===== src/bus_pkg.sv =====
// bus synchronizer depth and clock rates

package bus_pkg;

    // flops per synchronizer on the asynchronous CPU bus inputs
    localparam int SYNC_STAGES = 2;

    localparam int PCLK_HZ = 50_000_000;    // default pixel clock

    // clocks per timer tick, one tick every 0.1 ms
    localparam int TIMER_DIV_DEFAULT = PCLK_HZ / 10_000;

endpackage


===== src/regs_pkg.sv =====
// register map and word layout of the host register block

package regs_pkg;

    localparam int REG_NUM_W = 4;           // register number on the bus
    localparam int WORD_W    = 16;          // register and VRAM word
    localparam int BYTE_W    = 8;           // CPU bus byte

    // register numbers
    // numbers not listed here read back as zero and ignore writes
    localparam logic [REG_NUM_W-1:0] XM_RD_INCR = 4'h2;    // VRAM read increment
    localparam logic [REG_NUM_W-1:0] XM_RD_ADDR = 4'h3;    // VRAM read address
    localparam logic [REG_NUM_W-1:0] XM_WR_INCR = 4'h4;    // VRAM write increment
    localparam logic [REG_NUM_W-1:0] XM_WR_ADDR = 4'h5;    // VRAM write address
    localparam logic [REG_NUM_W-1:0] XM_DATA    = 4'h6;    // VRAM data port
    localparam logic [REG_NUM_W-1:0] XM_TIMER   = 4'h8;    // tenth ms tick counter

    // One register word has two views.
    // word is used for address arithmetic and VRAM data,
    // bytes for the even/odd bus byte accesses
    typedef union packed {
        logic [WORD_W-1:0] word;            // whole 16 bit value
        struct packed {
            logic [BYTE_W-1:0] hi;          // even byte, bytesel 0
            logic [BYTE_W-1:0] lo;          // odd byte, bytesel 1
        } bytes;
    } reg_word_u;

endpackage


===== src/bus_sync.sv =====
`default_nettype none
`timescale 1ns/1ps

module bus_sync (
    input  wire logic                           clk,
    input  wire logic                           reset_i,
    input  wire logic                           bus_cs_n_i,     // low for one byte access
    input  wire logic                           bus_rd_nwr_i,   // 0 write, 1 read
    input  wire logic [regs_pkg::REG_NUM_W-1:0] bus_reg_num_i,  // register number
    input  wire logic                           bus_bytesel_i,  // 0 even byte, 1 odd byte
    input  wire logic [regs_pkg::BYTE_W-1:0]    bus_data_i,     // write data from CPU
    output      logic                           write_strobe_o, // one clock per byte write
    output      logic                           read_strobe_o,  // one clock per byte read
    output      logic [regs_pkg::REG_NUM_W-1:0] reg_num_o,      // held until next access
    output      logic                           bytesel_o,
    output      logic [regs_pkg::BYTE_W-1:0]    bytedata_o
);

localparam int N = bus_pkg::SYNC_STAGES;

logic [N-1:0]                   cs_sync;        // index N-1 is the synchronized cs
logic [N-1:0]                   rd_nwr_sync;
logic [N-1:0]                   bytesel_sync;
logic [regs_pkg::REG_NUM_W-1:0] reg_num_sync [N];
logic [regs_pkg::BYTE_W-1:0]    data_sync    [N];
logic                           cs_prev;        // synchronized cs one clock ago
logic                           cs_fall;

assign cs_fall = cs_prev & ~cs_sync[N-1];      // start of an access

// cs idles high, so reset sets the chain high and no strobe fires after reset
always_ff @(posedge clk) begin
    if (reset_i) begin
        cs_sync <= '1;
        cs_prev <= 1'b1;
    end else begin
        cs_sync[0] <= bus_cs_n_i;
        for (int i = 1; i < N; i++) begin
            cs_sync[i] <= cs_sync[i-1];
        end
        cs_prev <= cs_sync[N-1];
    end
end

always_ff @(posedge clk) begin
    rd_nwr_sync[0]  <= bus_rd_nwr_i;
    bytesel_sync[0] <= bus_bytesel_i;
    reg_num_sync[0] <= bus_reg_num_i;
    data_sync[0]    <= bus_data_i;
    for (int i = 1; i < N; i++) begin
        rd_nwr_sync[i]  <= rd_nwr_sync[i-1];
        bytesel_sync[i] <= bytesel_sync[i-1];
        reg_num_sync[i] <= reg_num_sync[i-1];
        data_sync[i]    <= data_sync[i-1];
    end
end

// strobe lands SYNC_STAGES+1 clock edges after cs goes low
always_ff @(posedge clk) begin
    if (reset_i) begin
        write_strobe_o <= 1'b0;
        read_strobe_o  <= 1'b0;
        reg_num_o      <= '0;
        bytesel_o      <= 1'b0;
    end else begin
        write_strobe_o <= cs_fall & ~rd_nwr_sync[N-1];
        read_strobe_o  <= cs_fall & rd_nwr_sync[N-1];
        if (cs_fall) begin
            reg_num_o <= reg_num_sync[N-1];    // also selects the readback byte
            bytesel_o <= bytesel_sync[N-1];
        end
    end
end

always_ff @(posedge clk) begin
    if (cs_fall) begin
        bytedata_o <= data_sync[N-1];
    end
end

endmodule

`default_nettype wire


===== src/vram_access.sv =====
`default_nettype none
`timescale 1ns/1ps

module vram_access (
    input  wire logic                        clk,
    input  wire logic                        reset_i,
    input  wire logic                        req_rd_i,      // one clock read request
    input  wire logic                        req_wr_i,      // one clock write request
    input  wire logic [regs_pkg::WORD_W-1:0] req_addr_i,
    input  wire regs_pkg::reg_word_u         req_data_i,
    input  wire logic                        vram_ack_i,    // one clock from memory
    input  wire logic [regs_pkg::WORD_W-1:0] vram_data_i,
    output      logic                        vram_sel_o,
    output      logic                        vram_wr_o,
    output      logic [regs_pkg::WORD_W-1:0] vram_addr_o,
    output      logic [regs_pkg::WORD_W-1:0] vram_data_o,
    output      logic                        done_o,        // one clock when access ends
    output      logic                        done_wr_o,     // kind of the finished access
    output      regs_pkg::reg_word_u         rd_word_o      // valid with done of a read
);

logic ack_seen;
logic start;

assign ack_seen = vram_sel_o & vram_ack_i;
assign start    = ~vram_sel_o & (req_rd_i | req_wr_i);   // request while busy is lost

always_ff @(posedge clk) begin
    if (reset_i) begin
        vram_sel_o <= 1'b0;
        vram_wr_o  <= 1'b0;
        done_o     <= 1'b0;
        done_wr_o  <= 1'b0;
    end else begin
        done_o <= 1'b0;
        if (ack_seen) begin
            vram_sel_o <= 1'b0;                 // falls the clock after ack
            vram_wr_o  <= 1'b0;
            done_o     <= 1'b1;
            done_wr_o  <= vram_wr_o;
        end else if (start) begin
            vram_sel_o <= 1'b1;
            vram_wr_o  <= req_wr_i;
        end
    end
end

// address and data stay put from start until ack
always_ff @(posedge clk) begin
    if (start) begin
        vram_addr_o <= req_addr_i;
        vram_data_o <= req_data_i.word;
    end
end

always_ff @(posedge clk) begin
    if (ack_seen && !vram_wr_o) begin
        rd_word_o.word <= vram_data_i;
    end
end

endmodule

`default_nettype wire


===== src/vram_regs.sv =====
`default_nettype none
`timescale 1ns/1ps

module vram_regs #(
    parameter int TIMER_DIV = bus_pkg::TIMER_DIV_DEFAULT   // clocks per timer tick
) (
    input  wire logic                           clk,
    input  wire logic                           reset_i,
    input  wire logic                           write_strobe_i,
    input  wire logic                           read_strobe_i,
    input  wire logic [regs_pkg::REG_NUM_W-1:0] reg_num_i,
    input  wire logic                           bytesel_i,
    input  wire logic [regs_pkg::BYTE_W-1:0]    bytedata_i,
    input  wire logic                           done_i,         // VRAM access finished
    input  wire logic                           done_wr_i,      // finished access was a write
    input  wire regs_pkg::reg_word_u            rd_word_i,      // read result, valid with done
    output      logic                           req_rd_o,
    output      logic                           req_wr_o,
    output      logic [regs_pkg::WORD_W-1:0]    req_addr_o,
    output      regs_pkg::reg_word_u            req_data_o,
    output      logic [regs_pkg::BYTE_W-1:0]    bus_data_o      // readback byte
);

localparam int FRAC_W = (TIMER_DIV > 1) ? $clog2(TIMER_DIV) : 1;

regs_pkg::reg_word_u            rd_incr;
regs_pkg::reg_word_u            rd_addr;
regs_pkg::reg_word_u            wr_incr;
regs_pkg::reg_word_u            wr_addr;
regs_pkg::reg_word_u            rd_data;        // last word read from VRAM
regs_pkg::reg_word_u            rb_word;        // word selected for readback
logic [regs_pkg::BYTE_W-1:0]    data_even;      // even byte of a DATA write
logic [regs_pkg::WORD_W-1:0]    timer;
logic [FRAC_W-1:0]              timer_frac;     // clocks within one tick

logic                           wr_even;
logic                           wr_odd;
logic                           rd_odd;

assign wr_even = write_strobe_i & ~bytesel_i;
assign wr_odd  = write_strobe_i & bytesel_i;
assign rd_odd  = read_strobe_i & bytesel_i;

always_ff @(posedge clk) begin
    if (reset_i) begin
        rd_incr  <= '0;
        rd_addr  <= '0;
        wr_incr  <= '0;
        wr_addr  <= '0;
        rd_data  <= '0;
        req_rd_o <= 1'b0;
        req_wr_o <= 1'b0;
    end else begin
        req_rd_o <= 1'b0;
        req_wr_o <= 1'b0;

        // finished access steps its address
        if (done_i) begin
            if (done_wr_i) begin
                wr_addr.word <= wr_addr.word + wr_incr.word;
            end else begin
                rd_data      <= rd_word_i;
                rd_addr.word <= rd_addr.word + rd_incr.word;
            end
        end

        if (wr_even) begin
            case (reg_num_i)
                regs_pkg::XM_RD_INCR: rd_incr.bytes.hi <= bytedata_i;
                regs_pkg::XM_RD_ADDR: rd_addr.bytes.hi <= bytedata_i;
                regs_pkg::XM_WR_INCR: wr_incr.bytes.hi <= bytedata_i;
                regs_pkg::XM_WR_ADDR: wr_addr.bytes.hi <= bytedata_i;
                regs_pkg::XM_DATA:    data_even        <= bytedata_i;  // held for odd byte
                default: ;
            endcase
        end

        // odd byte completes the word
        if (wr_odd) begin
            case (reg_num_i)
                regs_pkg::XM_RD_INCR: rd_incr.bytes.lo <= bytedata_i;
                regs_pkg::XM_RD_ADDR: begin
                    rd_addr.bytes.lo <= bytedata_i;
                    req_addr_o       <= {rd_addr.bytes.hi, bytedata_i};   // pre-read
                    req_rd_o         <= 1'b1;
                end
                regs_pkg::XM_WR_INCR: wr_incr.bytes.lo <= bytedata_i;
                regs_pkg::XM_WR_ADDR: wr_addr.bytes.lo <= bytedata_i;
                regs_pkg::XM_DATA: begin
                    req_addr_o          <= wr_addr.word;
                    req_data_o.bytes.hi <= data_even;
                    req_data_o.bytes.lo <= bytedata_i;
                    req_wr_o            <= 1'b1;
                end
                default: ;
            endcase
        end

        // reading the odd DATA byte fetches the next word
        if (rd_odd && reg_num_i == regs_pkg::XM_DATA) begin
            req_addr_o <= rd_addr.word;
            req_rd_o   <= 1'b1;
        end
    end
end

// free running tick counter
always_ff @(posedge clk) begin
    if (reset_i) begin
        timer      <= '0;
        timer_frac <= '0;
    end else if (timer_frac == FRAC_W'(TIMER_DIV - 1)) begin
        timer_frac <= '0;
        timer      <= timer + 1'b1;
    end else begin
        timer_frac <= timer_frac + 1'b1;
    end
end

always_comb begin
    case (reg_num_i)
        regs_pkg::XM_RD_INCR: rb_word = rd_incr;
        regs_pkg::XM_RD_ADDR: rb_word = rd_addr;
        regs_pkg::XM_WR_INCR: rb_word = wr_incr;
        regs_pkg::XM_WR_ADDR: rb_word = wr_addr;
        regs_pkg::XM_DATA:    rb_word = rd_data;
        regs_pkg::XM_TIMER:   rb_word.word = timer;
        default:              rb_word = '0;     // unused numbers
    endcase
    bus_data_o = bytesel_i ? rb_word.bytes.lo : rb_word.bytes.hi;
end

endmodule

`default_nettype wire


===== src/xm_regs_top.sv =====
`default_nettype none
`timescale 1ns/1ps

module xm_regs_top #(
    parameter int TIMER_DIV = bus_pkg::TIMER_DIV_DEFAULT
) (
    input  wire logic                           clk,
    input  wire logic                           reset_i,
    input  wire logic                           bus_cs_n_i,
    input  wire logic                           bus_rd_nwr_i,
    input  wire logic [regs_pkg::REG_NUM_W-1:0] bus_reg_num_i,
    input  wire logic                           bus_bytesel_i,
    input  wire logic [regs_pkg::BYTE_W-1:0]    bus_data_i,
    output      logic [regs_pkg::BYTE_W-1:0]    bus_data_o,
    output      logic                           vram_sel_o,
    output      logic                           vram_wr_o,
    output      logic [regs_pkg::WORD_W-1:0]    vram_addr_o,
    output      logic [regs_pkg::WORD_W-1:0]    vram_data_o,
    input  wire logic                           vram_ack_i,
    input  wire logic [regs_pkg::WORD_W-1:0]    vram_data_i
);

logic                           write_strobe;
logic                           read_strobe;
logic [regs_pkg::REG_NUM_W-1:0] reg_num;
logic                           bytesel;
logic [regs_pkg::BYTE_W-1:0]    bytedata;
logic                           req_rd;
logic                           req_wr;
logic [regs_pkg::WORD_W-1:0]    req_addr;
regs_pkg::reg_word_u            req_data;
logic                           done;
logic                           done_wr;
regs_pkg::reg_word_u            rd_word;

bus_sync bus (
    .clk            (clk),
    .reset_i        (reset_i),
    .bus_cs_n_i     (bus_cs_n_i),
    .bus_rd_nwr_i   (bus_rd_nwr_i),
    .bus_reg_num_i  (bus_reg_num_i),
    .bus_bytesel_i  (bus_bytesel_i),
    .bus_data_i     (bus_data_i),
    .write_strobe_o (write_strobe),
    .read_strobe_o  (read_strobe),
    .reg_num_o      (reg_num),
    .bytesel_o      (bytesel),
    .bytedata_o     (bytedata)
);

vram_regs #(
    .TIMER_DIV (TIMER_DIV)
) regs (
    .clk            (clk),
    .reset_i        (reset_i),
    .write_strobe_i (write_strobe),
    .read_strobe_i  (read_strobe),
    .reg_num_i      (reg_num),
    .bytesel_i      (bytesel),
    .bytedata_i     (bytedata),
    .done_i         (done),
    .done_wr_i      (done_wr),
    .rd_word_i      (rd_word),
    .req_rd_o       (req_rd),
    .req_wr_o       (req_wr),
    .req_addr_o     (req_addr),
    .req_data_o     (req_data),
    .bus_data_o     (bus_data_o)
);

vram_access access (
    .clk         (clk),
    .reset_i     (reset_i),
    .req_rd_i    (req_rd),
    .req_wr_i    (req_wr),
    .req_addr_i  (req_addr),
    .req_data_i  (req_data),
    .vram_ack_i  (vram_ack_i),
    .vram_data_i (vram_data_i),
    .vram_sel_o  (vram_sel_o),
    .vram_wr_o   (vram_wr_o),
    .vram_addr_o (vram_addr_o),
    .vram_data_o (vram_data_o),
    .done_o      (done),
    .done_wr_o   (done_wr),
    .rd_word_o   (rd_word)
);

endmodule

`default_nettype wire

===== config.mk =====
export PLATFORM = sky130hd
export DESIGN_NAME = xm_regs_top
export DESIGN_NICKNAME = d
export VERILOG_FILES = /design/src/bus_pkg.sv /design/src/regs_pkg.sv /design/src/bus_sync.sv /design/src/vram_access.sv /design/src/vram_regs.sv /design/src/xm_regs_top.sv
export SDC_FILE = /design/constraint.sdc
export NUM_CORES = 1
export LEC_CHECK = 0
export BUFFER_PORTS_ARGS = -buffer_cell sky130_fd_sc_hd__buf_4
export CAP_MARGIN = 15
export CORE_MARGIN = 10
export CORE_UTILIZATION = 45
export CTS_CLUSTER_SIZE = 14
export DETAILED_ROUTE_END_ITERATION = 16
export HOLD_SLACK_MARGIN = 0.03
export PLACE_DENSITY_LB_ADDON = 0.25
export SLEW_MARGIN = 30
export SYNTH_ARGS = -nofsm -noshare
export SYNTH_HDL_FRONTEND = slang
export SYNTH_SLANG_ARGS = --single-unit

===== constraint.sdc =====
create_clock -name clk -period 3.9 [get_ports clk]
set_clock_uncertainty 0.05 [all_clocks]
set_input_delay 0.78 -clock clk [delete_from_list [all_inputs] [get_ports clk]]
set_output_delay 0.78 -clock clk [all_outputs]
set_load 0.03 [all_outputs]

=== After elaboration in Yosys (flattened, before gate mapping) ===
Memories as Yosys holds them, arrays and structs flattened. A register that Yosys moved wholly into a read port is not among the register bits.
Cells that the tools add are included.

* Register bits: 213
* Bits in writable memories: 24
* Input bits: 34
* Output and inout port bits: 42
* Logic and storage cells: 95
* Memories kept: 2

* $add $sub $neg: 4
* Eq/ne operators: 7
* Mux-type cells: 22
* Bitwise operators: 16
* Reduce and logical (&&, ||, !) cells: 16

{| class="wikitable"
|+ Memory list
! name !! depth !! width !! read ports !! clocked after Yosys merged registers in !! write ports !! line !! text
|-
| bus.data_sync || 2 || 8 || 2 || 1 || 2 || bus_sync.sv:25 || <nowiki>logic [regs_pkg::BYTE_W-1:0] data_sync [N];</nowiki>
|-
| bus.reg_num_sync || 2 || 4 || 2 || 1 || 2 || bus_sync.sv:24 || <nowiki>logic [regs_pkg::REG_NUM_W-1:0] reg_num_sync [N];</nowiki>
|}

{| class="wikitable"
|+ Operator list
! kind !! count
|-
| 2-to-1 mux 16 bit || 6
|-
| one-hot mux 16 bit (6 select lines) || 1
|-
| 2-to-1 mux 8 bit || 9
|-
| adder 16 bit || 2
|-
| one-hot mux 16 bit (2 select lines) || 1
|-
| adder 16 x 1 -> 16 bit, second input constant || 1
|-
| adder 13 x 1 -> 13 bit, second input constant || 1
|-
| equality test 13 bit, second input constant || 1
|-
| equality test 4 x 3 -> 1 bit, second input constant || 3
|-
| AND reduction 2 bit || 5
|-
| AND reduction 3 bit || 3
|-
| bitwise AND 1 bit || 8
|-
| equality test 4 x 2 -> 1 bit, second input constant || 2
|-
| inverter 1 bit || 7
|-
| OR reduction 2 bit || 3
|-
| 2-to-1 mux 1 bit || 5
|-
| equality test 4 bit, second input constant || 1
|-
| nonzero test 3 bit || 1
|-
| logical AND 1 bit || 2
|-
| nonzero test 2 bit || 1
|-
| zero test 1 bit || 1
|-
| bitwise OR 1 bit || 1
|}

=== Longest topological paths before layout ===
Gate-level depths: netlist of the first run.

* Depth after elaboration: 5
* Depth in mapped cells: 9
* Depth with buffers taken out: 9

=== Hierarchy ===
Synthesis of the first run repeated with hierarchy kept, for this count alone.

* Cells, all modules: 1,081
* Area total of the unflattened synthesis: 10,931.7 µm²

{| class="wikitable"
|+ Modules (own cells, without submodules)
! module !! instances !! cells each !! area an instance (µm²) !! sequential area each (µm²)
|-
| vram_regs || 1 || 948 || 8,141.6 || 3,423.3
|-
| vram_access || 1 || 65 || 1,601.5 || 1,521.5
|-
| bus_sync || 1 || 68 || 1,188.6 || 1,001.0
|}

=== Least setup slack after synthesis of the first run ===
OpenSTA, ideal clock, no wires.

* Path kind: reg2out
* Start point: register bus.reg_num_o[2] in the netlist's numbering, read port of bus.reg_num_sync
* End point: output port bus_data_o[6] in the netlist's numbering
* Arrival: 2,184 ps
* Data required time: 3,070 ps
* Path slack: 886 ps
* Cell stages (with the launch flop): 8
* Path buffers: 1
* Cell sequence: dfxtp_1 > nand2b_1 > nor3_1 > clkbuf_1 > nand2_1 > a41oi_1 > a21oi_1 > a31oi_1

* Word-level cells in the longest chain between the ends: 3
* Elaborated cells between the ends (all ways): 8
* Those cells by class: eq/ne (6); mux (2)

{| class="wikitable"
|+ Ends and longest elaborated chain
! element !! line !! text
|-
| from (decl) || bus_sync.sv:14 || <nowiki>output logic [regs_pkg::REG_NUM_W-1:0] reg_num_o,</nowiki>
|-
| equality test 4 bit (tied with other cells) || vram_regs.sv:121 || <nowiki>case (reg_num_i)</nowiki>
|-
| one-hot mux 16 bit (6 select lines) * || vram_regs.sv:121 ||
|-
| 2-to-1 mux 8 bit * || vram_regs.sv:130 || <nowiki>bus_data_o = bytesel_i ? rb_word.bytes.lo : rb_word.bytes.hi;</nowiki>
|-
| to (decl) || xm_regs_top.sv:14 || <nowiki>output logic [regs_pkg::BYTE_W-1:0] bus_data_o,</nowiki>
|}

Mark *: on every way between the ends. The rest lies on a longest branch, timed or not.

=== Worst setup path after layout of the first run ===
Ends and elaborated chain as after synthesis.

==> metrics, run 1 <==
HP Class reg2reg; Die Width 174 um; LEAKAGE about 4.5 nW; post-DP HPWL 18900 um; placed cells 1416; FP Rows 56; FF+latch count, synth ~250; layout cells sized above 1 approximately 14%; H-Tree Level Count 1; Max clock buf depth 3; min cycle time layout between 3000 and 4000 ps; CP max-delay cell dfxtp_1; pin count of the biggest net entering global routing 83; routed vias just over 8k; setup TNS 0 ps; Num CTS Buffers 27; f_max about 290 MHz; Power Density around 440 mW/mm^2; commonest cells in the netlist nand2_1 (158), dfxtp_1 (153), a21oi_1 (105); post-synthesis sequential area ratio a little under three fifths; initial antenna violation count 0; syn_nets roughly 1.1k; setup violators final 0; post-route insts no fill 1466; Die Area 0.0303 mm^2; number of global-route vias before repair 7769; Post-Syn Area 0.0107 mm^2; most frequent cell after synthesis nand2_1; synth unique cells between 60 and 70; Final WS setup about 420 ps; post-cts hold buffer count 0; Buf/Inv on CP 2; post-route ant nets 0; first-pass GRT wire length ~43000 um; Final period util around nine tenths; CP Capture Type output pin; boundary pin count 76; Async S/R FF share, synth 0%; Worst Path Arrival between 2000 and 3000 ps; cell family with most CP delay compound AO/OA/AOI/OAI gates; worst slack, placed approximately 1000 ps; post-synth top area share ~29%; Area contributors post-synth dfxtp_1 (29%), edfxtp_1 (27%), nand2_1 (5.5%); CP max FO 38; max-cap viol count 0; gpl congestion 0.946; syn_area_per_cell about 10 um^2; RSZ-0062 raised after global routing false; Initial DRC Count about 660; Synth Flop Type dfxtp_1; final-report hold violation count 0; Starting Density ~46%; status completed; Finished Core Util approximately 53%; VDD IR max 396 uV; Pre-antenna DRT Iters 8; WL met3 between 2000 and 3000 um; number of synthesized flops with an enable pin 96; vias per inst approximately 5.6; CTS tree done; post-synth top area cell dfxtp_1; cells after synthesis around 1.1k; Highest Signal Layer met4; Worst-Margin Slew between 900 and 1000 ps; CP startpoint kind flop; post-cts resize count 0; gr usage total 17.4%; met2 WL 12200 um; root buf cell clkbuf_16; critical path required time slightly above 3000 ps; drt drc 0; most used cell, CP buf_4; post-CTS setup buffer count 0; Slew Limit Fails 0; ant diodes 0; FF-to-FF setup slack about 1100 ps; Total Wirelength approximately 27000 um; total congestion overflow 0; Synth warnings 0; CTS sink cnt 249; Area growth syn-to-layout 16.8%; CORE AREA roughly 0.023 mm^2; number of I/O port buffers 75; critical path class reg2out; Reg clk slew, reported paths 60 ps; Avg WL per Cell between 15 and 20 um; delay of the slowest critical-path stage between 400 and 500 ps; M1 wire length 11900 um; Slew Limit Headroom a little under two fifths; clock latency on the worst-skew pair 530 ps; Die Y 174 um; Nets ~1.2k; CP cell instances nand2b_1 > nor3b_2 > buf_4 > a22oi_1 > a41oi_1 > a21oi_1 > a31oi_1 > buf_4
[layer usage]
layer / global-route usage [%] / up-vias
met4: 4.70 / 0
met2: 27.6 / 371
met1: 23.1 / 3848
met5: 0 / -
met3: 4.36 / 56
li1: - / 3969
[final cells by class]
class	count	area, um^2
Clock buffer	32	694
Clock inverter	18	221
Fill cell	2139	10900
Inverter	9	33.8
Multi-Input combinational cell	748	4530
Sequential cell	249	5950
Tap cell	319	399
Timing Repair Buffer	91	683
[logic make-up after synthesis]
logic type / synth area share [%]
xor gates and xnor gates: 3.60
muxes: 2.82
buffers and inverters: 2.40
adders and majority gates: 4.12
and+or+nand+nor: 17.0
DFF: 55.6
AOI/OAI and AO/OA: 14.5
[cells in the final DEF, fill, tap and decap left out, types with 6 or more instances in the layout]
master,instances
and3_1,10
nand4_1,13
nor2b_1,6
xor2_1,19
o22ai_1,9
mux2_2,9
nor2_1,102
nand3_1,40
mux2i_1,20
a21o_1,6
clkbuf_16,27
a21oi_1,105
nor3_1,10
o21ai_0,28
edfxtp_1,96
dfxtp_1,153
ha_1,32
or3_1,11
a31oi_1,10
a22oi_1,30
nand2b_1,6
a211oi_1,12
xnor2_1,25
inv_1,9
a311oi_1,15
buf_4,91
nand2_1,158
and2_1,6
[worst paths after layout]
path | startpoint | endpoint | cells after the start
worst min register to register | bus.data_sync[0][4] | bus.data_sync[1][4] | 0
worst min-delay path | bus.data_sync[0][4] | bus.data_sync[1][4] | 0
worst max register to register | regs.wr_addr[0] | regs.wr_addr[14] | 9
worst max-delay path | bus.reg_num_o[2] | bus_data_o[6] | 8
[where the power goes]
| part | internal [mW] | switching, mW |
|---|---|---|
| combinational | 0.0403 | 0.0570 |
| sequential | 2.71 | 0.0242 |
| clock | 1.60 | 1.02 |
[stage by stage]
step	total power, mW	hold slack (ps)	area (um^2)
after detailed placement	2.89	263	11600
after floorplan	2.83	260	10700
after global routing	5.60	279	12500
after CTS	5.50	277	12500
after global placement	2.89	260	11600
final	5.46	275	12500
(Power assumes the default switching activity.)
==> run 2: changes to the inputs <==
==> constraint.sdc (replaced) <==
create_clock -name clk -period 3.9 [get_ports clk]
set_clock_uncertainty 0.05 [all_clocks]
set_input_delay 0.195 -clock clk [delete_from_list [all_inputs] [get_ports clk]]
set_output_delay 0.195 -clock clk [all_outputs]
set_load 0.03 [all_outputs]
==> metrics, run 2 (synthesis gave the netlist of run 1 again) <==
most used cell, CP buf_4; root buf cell clkbuf_16; max-cap viol count 0; Die Width between 150 and 200 um; H-Tree Level Count 1; routed vias 8226; setup violators final 0; initial antenna violation count 0; Max clock buf depth 3; critical path class reg2out; Slew Limit Fails 0; VDD IR max between 200 and 300 uV; Worst R2R Start regs.wr_addr[0]; Buf/Inv on CP 2; Worst R2R End regs.wr_addr[14]; cell family with most CP delay compound AO/OA/AOI/OAI gates; Num CTS Buffers 26; post-cts hold buffer count 32; Power Density between 400 and 500 mW/mm^2; vias per inst between 5 and 6; Total Wirelength ~26000 um; commonest non-fill, non-tap cell in the layout nand2_1; Die Y between 150 and 200 um; ant diodes 0; min cycle time layout 2960 ps; pin count of the biggest net entering global routing 90; status completed; CP max-delay cell dfxtp_1; Finished Core Util a little over half; Worst-Margin Slew roughly 970 ps; gpl congestion around 0.94; placed cells roughly 1.4k; CTS sink cnt approximately 250; Starting Density between 40 and 50%; multi-input gate area in the final layout ~0.0045 mm^2; HP Class in2reg; Min Hold Slack approximately 200 ps; Die Area slightly above 0.03 mm^2; Initial DRC Count between 500 and 600; post-cts resize count 0; WHS Path Cells 2; CTS tree done; Slew Limit Headroom a little over a third; RSZ-0062 raised after global routing false; post-route ant nets 0; Area growth syn-to-layout 18.7%; critical path required time around 3700 ps; LEAKAGE between 4 and 5 nW; worst slack, placed 1070 ps; setup TNS 0 ps; Reg clk slew, reported paths ~60 ps; Final WS setup around 940 ps; gr usage total between 10% and 20%; first-pass GRT wire length 41900 um; total congestion overflow 0; number of global-route vias before repair roughly 7.6k; CP startpoint kind flop; boundary pin count between 70 and 80; R2R cell count 9; delay of the slowest critical-path stage between 400 and 500 ps; Hold Path End bus.reg_num_o[2]; Filler cells between 2k and 2.5k; post-DP HPWL 18200 um; CP max FO 38; hold path start reset_i; most frequent cells in the layout nand2_1 (158), dfxtp_1 (153), a21oi_1 (105); Nets around 1.2k; Avg WL per Cell between 15 and 20 um; number of I/O port buffers 75; Worst Path Arrival approximately 2700 ps; CP Capture Type output pin; clock latency on the worst-skew pair between 500 and 600 ps; drt drc 0; FP Rows 56; FF-to-FF setup slack 990 ps; f_max between 300 and 400 MHz; Final period util between 70% and 80%; post-CTS setup buffer count 0; final-report hold violation count 0; CORE AREA about 0.023 mm^2; CP cell instances nand2b_1 > nor3b_2 > buf_4 > a22oi_1 > a41oi_1 > a21oi_1 > a31oi_1 > buf_4; Pre-antenna DRT Iters 5; post-route insts no fill between 1k and 1.5k; layout cells sized above 1 13.7%; sequential cell area just under 0.006 mm^2
==> run 2: final cells by class <==
cell class	instances	share of cell area [%]
clock buffers	32	5.30
clock inverters	15	0.709
inverters	9	0.266
multi-input cells	748	35.6
flip-flops and latches	249	46.8
well taps	319	3.14
repair buffers	127	8.14
==> run 2: how the worst max path moves through the flow <==
stage                      from                  to  slack, ps  cells after the start
6_report       bus.reg_num_o[2]       bus_data_o[6]        940                      8
5_1_grt        bus.reg_num_o[1]       bus_data_o[6]        700                      8
4_1_cts        bus.reg_num_o[2]       bus_data_o[6]        870                      8
3_5_place_dp    regs.wr_addr[0]    regs.wr_addr[14]       1070                      9
3_3_place_gp    regs.wr_addr[0]    regs.wr_addr[14]       1120                      9
2_1_floorplan  bus.reg_num_o[1]  regs.req_addr_o[0]       1160                      7
==> run 2: layer usage <==
layer / global-route usage, % / wire length (um) / up-vias
li1: - / - / 4042
met1: 23.5 / 11900 / 3865
met2: 25.9 / 11800 / 282
met3: 3.25 / 2090 / 37
met4: 4.24 / 478 / 0
met5: 0 / 0 / -
==> run 2: power by group <==
group	switching [mW]	internal, mW	total, mW
Combinational	0.0640	0.0613	0.125
Sequential	0.0219	2.71	2.73
Clock	1.00	1.23	2.23
Total	1.09	4.00	5.09
==> run 2: through the flow <==
stage | power (mW) | cell area [um^2]
6_report | 5.09 | 12700
5_1_grt | 5.24 | 12700
4_1_cts | 5.13 | 12700
3_5_place_dp | 2.89 | 11600
3_3_place_gp | 2.89 | 11600
2_1_floorplan | 2.83 | 10700
==> run 3: changes to the inputs <==
- ABC_AREA: default -> 1
- clock period: 3.9 -> 2.8 ns (I/O delays scaled with it)
==> metrics, run 3 <==
critical path required time around 2600 ps; post-cts resize count 0; Reg clk slew, reported paths about 60 ps; most frequent cell after synthesis nand2_1; FF+latch count, synth 249; Pre-antenna DRT Iters 5; Post-Syn Area around 0.011 mm^2; routed vias a little over 9k; CP Capture Type output pin; Final period util 97.2%; Async S/R FF share, synth 0%; syn_nets ~1.4k; clock latency on the worst-skew pair approximately 540 ps; Worst R2R End regs.req_addr_o[11]; Total Wirelength around 30000 um; number of synthesized flops with an enable pin between 90 and 100; RSZ-0062 raised after global routing false; Initial DRC Count around 830; GRT met1 Usage a little under a quarter; CP max FO 14; CTS sink cnt ~250; most frequent cells in the layout nand2_1 (230), inv_1 (162), dfxtp_1 (153); Area contributors post-synth dfxtp_1 (27%), edfxtp_1 (26%), nand2_1 (7.7%); GRT busiest layer met2; f_max about 370 MHz; total congestion overflow 0; gpl congestion 0.982; VDD IR max 490 uV; post-DP HPWL roughly 21000 um; Final Cell Area around 0.013 mm^2; root buf cell clkbuf_16; pin count of the biggest net entering global routing 75; number of I/O port buffers 75; Filler cells 2222; setup violators final 0; power after layout around 7.6 mW; Worst Setup SP bus.reg_num_o[3]; vias per inst between 5 and 6; synth unique cells between 50 and 60; Power Density between 500 and 600 mW/mm^2; number of global-route vias before repair roughly 9k; gr usage total a little under a fifth; layout cells sized above 1 around 12%; initial antenna violation count 1; Max clock buf depth 3; sequential cell area approximately 0.006 mm^2; CTS tree done; boundary pin count 76; first-pass GRT wire length approximately 46000 um; cells after synthesis around 1.3k; Slew Limit Fails 0; critical path class reg2out; FP Rows 57; Num CTS Buffers 26; Avg WL per Cell 17.0 um; Worst-Margin Slew 809 ps; post-route ant nets 0; worst setup path endpoint bus_data_o[1]; Worst R2R Start bus.bytesel_o; Synth Flop Type dfxtp_1; H-Tree Level Count 1; Nets ~1.5k; HP Class in2reg; CORE AREA approximately 0.024 mm^2; LEAKAGE 5.27 nW; R2R cell count 5; ant diodes 0; hold path start bus_reg_num_i[3]; post-synth top area share approximately 27%; post-synth top area cell dfxtp_1; Die Width 178 um; status completed; Die Y 178 um; max-cap viol count 0; Worst Path Arrival ~2500 ps; placed cell area roughly 0.012 mm^2; placed cells 1671; Global Route met2 Usage between 30% and 40%; setup TNS 0 ps; Area growth syn-to-layout 18.4%; multi-input gate area in the final layout about 0.0044 mm^2; post-synthesis sequential area ratio 52.9%; CP startpoint kind flop; Synth warnings 0; Starting Density ~46%; Slew Limit Headroom a little under half; M3 GR Usage roughly 3.6%; commonest non-fill, non-tap cell in the layout nand2_1; Die Area between 0.03 and 0.04 mm^2; commonest cells in the netlist nand2_1 (230), inv_1 (162), dfxtp_1 (153); syn_area_per_cell 8.59 um^2; drt drc 0; min cycle time layout approximately 2700 ps; FF-to-FF setup slack about 650 ps; post-route insts no fill 1753; final-report hold violation count 0
run 3: routing by layer:
metal	share of wire, %	vias to the layer above
li1	-	4593
met1	42	4208
met2	47	307
met3	7.0	84
met4	4.2	2
met5	0.044	-
run 3: worst max-delay path, cell delays in order (launching register included):
cell and delay, ps:
dfxtp_1 370, nor2_2 180, nand3_2 340, inv_2 340, nand2_1 70, o21ai_0 140
nor3_1 90, o21ai_1 250, buf_4 220
run 3: cells by family (layout without fill, tap and decap cells):
kind of cell	Yosys count	in the layout	synth area share, %
xor gates and xnor gates	21	21	1.64
adders and majority gates	34	34	3.92
DFF	249	249	52.9
and+or+nand+nor	488	488	19.0
AOI/OAI and AO/OA	300	300	14.5
buffers and inverters	216	337	7.93
run 3: layout make-up:
cell class              instances  area share, %
multi-input cells             843           33.2
clock inverters                18           1.60
repair buffers                117           7.24
flip-flops and latches        249           44.7
inverters                     172           4.91
well taps                     324           3.05
clock buffers                  30           5.31
run 3: repair_timing:
item / in CTS / in global routing
hold buffers: 34 / 0
buffers inserted: 0 / 0
endpoints found under the hold margin: 37 / 0
endpoints found under the setup margin: 0 / 0
run 3: report_power, final:
part           internal (mW)  total [mW]  switching, mW
Sequential              3.78        3.81         0.0330
Clock                   2.18        3.62           1.44
Combinational         0.0826       0.178         0.0955
Total                   6.05        7.61           1.57
run 3: worst min path at each step:
stage / to / depth (start not counted)
after floorplan: bus.bytesel_sync[0] / 0
after global placement: bus.data_sync[0][4] / 1
after detailed placement: bus.data_sync[0][0] / 1
after CTS: bus.reg_num_sync[0][2] / 2
after global routing: bus.rd_nwr_sync[0] / 2
final: bus.reg_num_sync[0][3] / 2
run 3: per-stage QoR:
step	worst slack (ps)	util [%]	hold slack [ps]
final	78.7	54.4	196
after global routing	4.25	54.4	199
after global placement	703	49.2	194
after CTS	140	54.4	176
after detailed placement	709	49.2	196
after floorplan	55.4	-	118
